### config.mk
export PLATFORM = sky130hd
export DESIGN_NAME = alut_wb_regs
export DESIGN_NICKNAME = d
export VERILOG_FILES = /design/src/design/alut_pkg.sv /design/src/design/alut_wb_regs.sv
export VERILOG_INCLUDE_DIRS = /design/src /design/src/include
export SDC_FILE = /design/constraint.sdc
export NUM_CORES = 1
export LEC_CHECK = 0
export ABC_AREA = 0
export BUFFER_PORTS_ARGS = -buffer_cell sky130_fd_sc_hd__buf_2
export CAP_MARGIN = 20
export CORE_MARGIN = 2
export CORE_UTILIZATION = 25
export CTS_BUF_LIST = sky130_fd_sc_hd__clkbuf_8
export DETAILED_ROUTE_END_ITERATION = 8
export PLACE_DENSITY_LB_ADDON = 0.05
export SYNTH_ARGS = -nofsm -noshare
export SYNTH_HDL_FRONTEND = slang
export SYNTH_SLANG_ARGS = --single-unit
### constraint.sdc
create_clock -name pclk23 -period 3.7 [get_ports pclk23]
set_input_delay 0.37 -clock pclk23 [delete_from_list [all_inputs] [get_ports pclk23]]
set_output_delay 0.37 -clock pclk23 [all_outputs]
set_load 0.005 [all_outputs]
### src/include/alut_macros.svh
`ifndef ALUT_MACROS_SVH
`define ALUT_MACROS_SVH

// table geometry
`define ALUT_HASH_W        8       // xor of the six address bytes
`define ALUT_DEPTH         256     // one slot per hash value

// command codes written to CMD
`define ALUT_CMD_CHECK     2'd1    // look up d_addr and learn s_addr

// wishbone word offsets
`define ALUT_REG_MAC_LO    4'd0    // switch address bits 31..0
`define ALUT_REG_MAC_HI    4'd1    // switch address bits 47..32
`define ALUT_REG_DADDR_LO  4'd2
`define ALUT_REG_DADDR_HI  4'd3
`define ALUT_REG_SADDR_LO  4'd4
`define ALUT_REG_SADDR_HI  4'd5
`define ALUT_REG_SPORT     4'd6    // source port in bits 1..0
`define ALUT_REG_CMD       4'd7
`define ALUT_REG_AGE_LIMIT 4'd8
`define ALUT_REG_STATUS    4'd9    // read clears the reused flag
`define ALUT_REG_INV_LO    4'd10
`define ALUT_REG_INV_HI    4'd11   // port sits in bits 17..16

// entries older than this many clocks count as stale
`define ALUT_AGE_DEFAULT   32'd10000

`endif
### src/design/alut_pkg.sv
`default_nettype none

package alut_pkg;

   // one table slot, valid on top
   typedef struct packed {
      logic        valid;      // slot holds a learned address
      logic [31:0] last_time;  // time stamp of the last learn
      logic [1:0]  port;       // ethernet port the address came in on
      logic [47:0] addr;       // learned source address
   } alut_entry_t;

   // bits 3..0 are the ethernet ports, bit 4 the switch itself
   typedef logic [4:0] port_mask_t;

   // address checker states, in walk order
   typedef enum logic [2:0] {
      idle         = 3'd0,
      mac_addr_chk = 3'd1,   // destination against the switch address
      read_dest    = 3'd2,   // present destination hash to the table
      valid_chk    = 3'd3,
      age_chk      = 3'd4,   // request and reply with the age checker
      addr_chk     = 3'd5,
      read_src     = 3'd6,   // read the slot about to be overwritten
      write_src    = 3'd7
   } chk_state_t;

endpackage

`default_nettype wire

### src/design/alut_wb_regs.sv
`default_nettype none

`include "alut_macros.svh"

module alut_wb_regs
   import alut_pkg::*;
(
   input  logic        pclk23,
   input  logic        n_p_reset23,
   input  logic        wb_cyc,
   input  logic        wb_stb,
   input  logic        wb_we,
   input  logic [3:0]  wb_adr,            // word offset
   input  logic [31:0] wb_dat_w,
   input  logic [3:0]  wb_sel,
   output logic [31:0] wb_dat_r,
   output logic        wb_ack,
   input  port_mask_t  d_port,
   input  logic        add_check_active,
   input  logic        reused,
   input  logic [47:0] lst_inv_addr,
   input  logic [1:0]  lst_inv_port,
   output logic [47:0] mac_addr,
   output logic [47:0] d_addr,
   output logic [47:0] s_addr,
   output logic [1:0]  s_port,
   output logic [31:0] age_limit,
   output logic [1:0]  command,           // one-cycle check code
   output logic        clear_reused
);

   logic req;
   logic wr_req;
   logic rd_req;

   function automatic logic [31:0] merge32(input logic [31:0] old_val,
                                           input logic [31:0] new_val,
                                           input logic [3:0]  sel);
      logic [31:0] res;
      res = old_val;
      for (int i = 0; i < 4; i++)
         if (sel[i])
            res[8*i +: 8] = new_val[8*i +: 8];
      return res;
   endfunction

   // upper halves of the addresses only take byte lanes 0 and 1
   function automatic logic [15:0] merge16(input logic [15:0] old_val,
                                           input logic [31:0] new_val,
                                           input logic [3:0]  sel);
      logic [31:0] full;
      full = merge32({16'h0, old_val}, new_val, sel);
      return full[15:0];
   endfunction

   assign req    = wb_cyc && wb_stb && !wb_ack;   // ack ends the access
   assign wr_req = req && wb_we;
   assign rd_req = req && !wb_we;

   // ------------------------------------------------------------
   // handshake and pulses
   // ------------------------------------------------------------
   always_ff @(posedge pclk23 or negedge n_p_reset23)
   begin
      if (!n_p_reset23)
      begin
         wb_ack       <= 1'b0;
         command      <= 2'b00;
         clear_reused <= 1'b0;
      end
      else
      begin
         wb_ack       <= req;                     // no wait states
         command      <= (wr_req && wb_adr == `ALUT_REG_CMD && wb_sel[0] &&
                          !add_check_active) ? wb_dat_w[1:0] : 2'b00;
         clear_reused <= rd_req && (wb_adr == `ALUT_REG_STATUS);
      end
   end

   // ------------------------------------------------------------
   // configuration and frame registers
   // ------------------------------------------------------------
   always_ff @(posedge pclk23 or negedge n_p_reset23)
   begin
      if (!n_p_reset23)
      begin
         mac_addr  <= '0;
         d_addr    <= '0;
         s_addr    <= '0;
         s_port    <= '0;
         age_limit <= `ALUT_AGE_DEFAULT;
      end
      else if (wr_req)
      begin
         case (wb_adr)
            `ALUT_REG_MAC_LO:    mac_addr[31:0]  <= merge32(mac_addr[31:0], wb_dat_w, wb_sel);
            `ALUT_REG_MAC_HI:    mac_addr[47:32] <= merge16(mac_addr[47:32], wb_dat_w, wb_sel);
            `ALUT_REG_DADDR_LO:  d_addr[31:0]    <= merge32(d_addr[31:0], wb_dat_w, wb_sel);
            `ALUT_REG_DADDR_HI:  d_addr[47:32]   <= merge16(d_addr[47:32], wb_dat_w, wb_sel);
            `ALUT_REG_SADDR_LO:  s_addr[31:0]    <= merge32(s_addr[31:0], wb_dat_w, wb_sel);
            `ALUT_REG_SADDR_HI:  s_addr[47:32]   <= merge16(s_addr[47:32], wb_dat_w, wb_sel);
            `ALUT_REG_SPORT:     if (wb_sel[0]) s_port <= wb_dat_w[1:0];
            `ALUT_REG_AGE_LIMIT: age_limit       <= merge32(age_limit, wb_dat_w, wb_sel);
            default: ;                            // CMD handled above, rest read only
         endcase
      end
   end

   // read data, sampled with the request
   always_ff @(posedge pclk23)
   begin
      if (rd_req)
      begin
         case (wb_adr)
            `ALUT_REG_MAC_LO:    wb_dat_r <= mac_addr[31:0];
            `ALUT_REG_MAC_HI:    wb_dat_r <= {16'h0, mac_addr[47:32]};
            `ALUT_REG_DADDR_LO:  wb_dat_r <= d_addr[31:0];
            `ALUT_REG_DADDR_HI:  wb_dat_r <= {16'h0, d_addr[47:32]};
            `ALUT_REG_SADDR_LO:  wb_dat_r <= s_addr[31:0];
            `ALUT_REG_SADDR_HI:  wb_dat_r <= {16'h0, s_addr[47:32]};
            `ALUT_REG_SPORT:     wb_dat_r <= {30'h0, s_port};
            `ALUT_REG_AGE_LIMIT: wb_dat_r <= age_limit;
            `ALUT_REG_STATUS:    wb_dat_r <= {25'h0, reused, d_port, add_check_active};
            `ALUT_REG_INV_LO:    wb_dat_r <= lst_inv_addr[31:0];
            `ALUT_REG_INV_HI:    wb_dat_r <= {14'h0, lst_inv_port, lst_inv_addr[47:32]};
            default:             wb_dat_r <= 32'h0;
         endcase
      end
   end

   // slave only answers a live request
   a_ack_needs_req: assert property (@(posedge pclk23) disable iff (!n_p_reset23)
      $rose(wb_ack) |-> $past(wb_cyc && wb_stb));

endmodule

`default_nettype wire

==> reports/metrics.yaml <==
run_status:
  status: "completed"
floorplanning:
  initial_core_util_pct: 25.37
  ios: 316
  rows: 72
  die_w_um: 202.3
  core_mm2: 0.03874
  die_h_um: 202.3
  die-area_mm2: 0.04092
power_and_ir_drop:
  peakVddDrop_uv: 168.4
  power_density_mw_per_mm2: 440.7
  switching_share_pct: 27.79
  clkPwrFrac_pct: 40.5
  p_leak_nw: 6.608
  p_int_mw: 4.094
  power.share.sequential_pct: 47.2
  power_frac_comb_pct: 12.3
  p_sw_mw: 1.575
timing:
  period_minus_slack_ps: 2272
  skew_ps: 17.71
  fmax_ghz: 0.4401
  tns_ps: 0
  setup_viol: 0
  slew_headroom_pct: 39.41
  slew_viol_final: 0
  setup_ws_ps: 1428
  rsz0062_at_grt: "false"
  tightest_slew_ps: 908.9
  finalCritPeriodShare_pct: 61.41
  hold_violations: 0
global_route:
  grt_pass1_vias: 8060
  grt_antenna_before_repair: 2
  grt_overflow: 0
  track_usage_pct: 19.41
  grt_pass1_wl_um: 57950
  grt_max_degree: 97
run:
  max_cap_violations: 0
setup_path:
  slowest_delay_ps: 700
  worst-setup-path-type: "reg -> reg"
  arrival_ps: 2710
  slowest_stage: "nor3_4"
  startpoint_type: "register"
  end_kind: "register"
  path_max_fanout: 9
  worstPathRequired_ps: 4130
  worstPathCellList: "nand3b_1, inv_1, nand3_4, nor3_4, mux2_2"
clock_tree:
  cts-resized-gates: 0
  htreeDepth: 2
  clkSlewWorstSetupHoldPaths_ps: 60
  tritoncts: "done"
  numCtsBuffers: 43
  clockRootBuffer: "clkbuf_8"
  clkLatencyLatePin_ps: 550
  clockBufferDepth: 3
  clock-sinks: 214
  cts_hold_buf: 1
  postCtsSetupRepairBufs: 0
detailed_routing:
  wl_met2_um: 19140
  vias: 7581
  drt-wirelength-per-cell_um: 25.49
  vias_per_cell: 4.765
  drc_errors: 0
  met1_length_um: 18510
  drt-total-wl_um: 40560
  ant_nets: 0
  top_layer: "met5"
  drt-initial-drc-count: 323
  drt-pass1-iter-count: 5
  wl_met3_um: 2313
synthesis:
  synth-main-ff-cell: "dfrtp_1"
  yosys_warnings: 0
  ys_types: 58
  yosys.area_share.xor_xnor_pct: 0
  syn_inst: 692
  synth_fa_ha_area_share_pct: 0
  async_reset_ff_share_pct: 85.05
  synth-edff-count: 32
  synth_nets: 794
  avgSynthCellArea_um2: 14.20
  synthSimpleGateAreaFrac_pct: 7.141
  synth_mux_area_share_pct: 25.98
  syn_area_mm2: 0.009829
  synth_seq_cells: 214
  ys_seq_area_share_pct: 56.17
  synth_compound_area_share_pct: 8.834
  synth_top_family_by_area: "multiplexers"
place:
  dpl.hpwl_um: 28990
  gp_congestion: 0.7274
  port_buffers: 315
  place_ws_ps: 1144
worst_hold_path:
  hold_path_class: "in -> reg"
final_layout:
  drive_gt1_share_pct: 57.98
  area_growth_syn_to_layout_pct: 30.89
  mostFrequentLayoutCells: "313 x buf_2, 194 x mux2_2, 177 x dfrtp_1"
  layout_commonest_cell: "buf_2"
  nets: 1140
==> power by group through the flow <==
stage / clock [mW] / combinational (mW) / sequential, mW
5_1_grt: 2.48 / 0.766 / 2.70
3_3_place_gp: 0 / 0.712 / 2.72
6_report: 2.29 / 0.700 / 2.68
2_1_floorplan: 0 / 0.293 / 2.69
3_5_place_dp: 0 / 0.716 / 2.72
4_1_cts: 2.38 / 0.719 / 2.68
==> metal layers <==
metal,global-route usage [%],up-vias
li1,-,3376
met1,26.91,3914
met2,31.15,242
met3,4.176,47
met4,4.067,2
met5,0,-
==> critical path: cells and delay by family, from the launching register on <==
kind | cells | cell delay (ps)
muxes | 1 | 410
and+or+nand+nor | 3 | 1180
buffers and inverters | 1 | 170
DFF | 1 | 370
==> kinds of logic after synthesis <==
family,count (synthesis)
buf+inv,35
mux,225
compound gates,116
simple gates,102
flops,214
==> sequential cells by signal (all words and copies together), names as in the netlist <==
| name | flops |
|---|---|
| mac_addr | 48 |
| wb_ack | 1 |
| age_limit | 32 |
| s_port | 2 |
| s_addr | 48 |
| command | 2 |
| d_addr | 48 |
| clear_reused | 1 |
| wb_dat_r | 32 |
==> final timing paths <==
kind | startpoint | cells past startpoint | slack, ps | to
max in group asynchronous | n_p_reset23 | 3 | 2240 | age_limit[13]$_DFFE_PN1P_
max | wb_ack$_DFF_PN0_ | 5 | 1430 | age_limit[3]$_DFFE_PN0P_
max reg2reg | wb_ack$_DFF_PN0_ | 5 | 1430 | age_limit[3]$_DFFE_PN0P_
min reg2reg | mac_addr[5]$_DFFE_PN0P_ | 1 | 520 | mac_addr[5]$_DFFE_PN0P_
min in group asynchronous | n_p_reset23 | 2 | 510 | d_addr[33]$_DFFE_PN0P_
min | wb_dat_w[22] | 2 | 100 | age_limit[22]$_DFFE_PN0P_
==> metrics by stage <==
| step | total power [mW] | utilization (%) | hold WS [ps] | cells | instance area, um2 |
|---|---|---|---|---|---|
| global route | 5.943 | 33.20 | 83.00 | 1589 | 12860 |
| floorplan | 2.987 | - | 74.41 | 692 | 9829 |
| finish | 5.669 | 33.21 | 103.9 | 1591 | 12870 |
| global placement | 3.432 | 31.12 | 497.6 | 1510 | 12060 |
| detailed placement | 3.434 | 31.12 | 506.6 | 1510 | 12060 |
| CTS | 5.776 | 33.20 | 59.29 | 1589 | 12860 |
==> cell usage after synthesis, types with 4 or more instances <==
cell | count | area share, %
a22o_1 | 10 | 0.89
a222oi_1 | 4 | 0.41
dfrtp_1 | 177 | 45
nor2_1 | 21 | 0.80
a32oi_1 | 4 | 0.36
a22oi_1 | 48 | 3.7
mux2i_1 | 23 | 2.3
o22ai_1 | 14 | 0.89
and2_1 | 4 | 0.25
dfstp_2 | 5 | 1.3
clkbuf_1 | 13 | 0.50
mux4_2 | 4 | 0.92
buf_4 | 4 | 0.31
nor3_4 | 7 | 1.2
edfxtp_1 | 32 | 9.8
a211o_1 | 4 | 0.36
nand3b_1 | 5 | 0.38
mux2_2 | 194 | 22
nor3_1 | 4 | 0.20
nand2_2 | 12 | 0.76
nand2_1 | 4 | 0.15
nand2b_1 | 7 | 0.45
nor2b_1 | 8 | 0.51
o211ai_1 | 4 | 0.31
o21ai_0 | 12 | 0.61
buf_2 | 11 | 0.56
==> cell type report <==
| cell class | instances | area [um2] |
|---|---|---|
| Sequential cell | 214 | 5522 |
| Inverter | 2 | 7.507 |
| Antenna cell | 2 | 5.005 |
| Multi-Input combinational cell | 443 | 4131 |
| Timing Repair Buffer | 334 | 1758 |
| Fill cell | 4045 | 25870 |
| Clock buffer | 50 | 688.2 |
| Tap cell | 518 | 648.1 |
| Clock inverter | 28 | 106.4 |
Power figures use the tool's default switching activity.
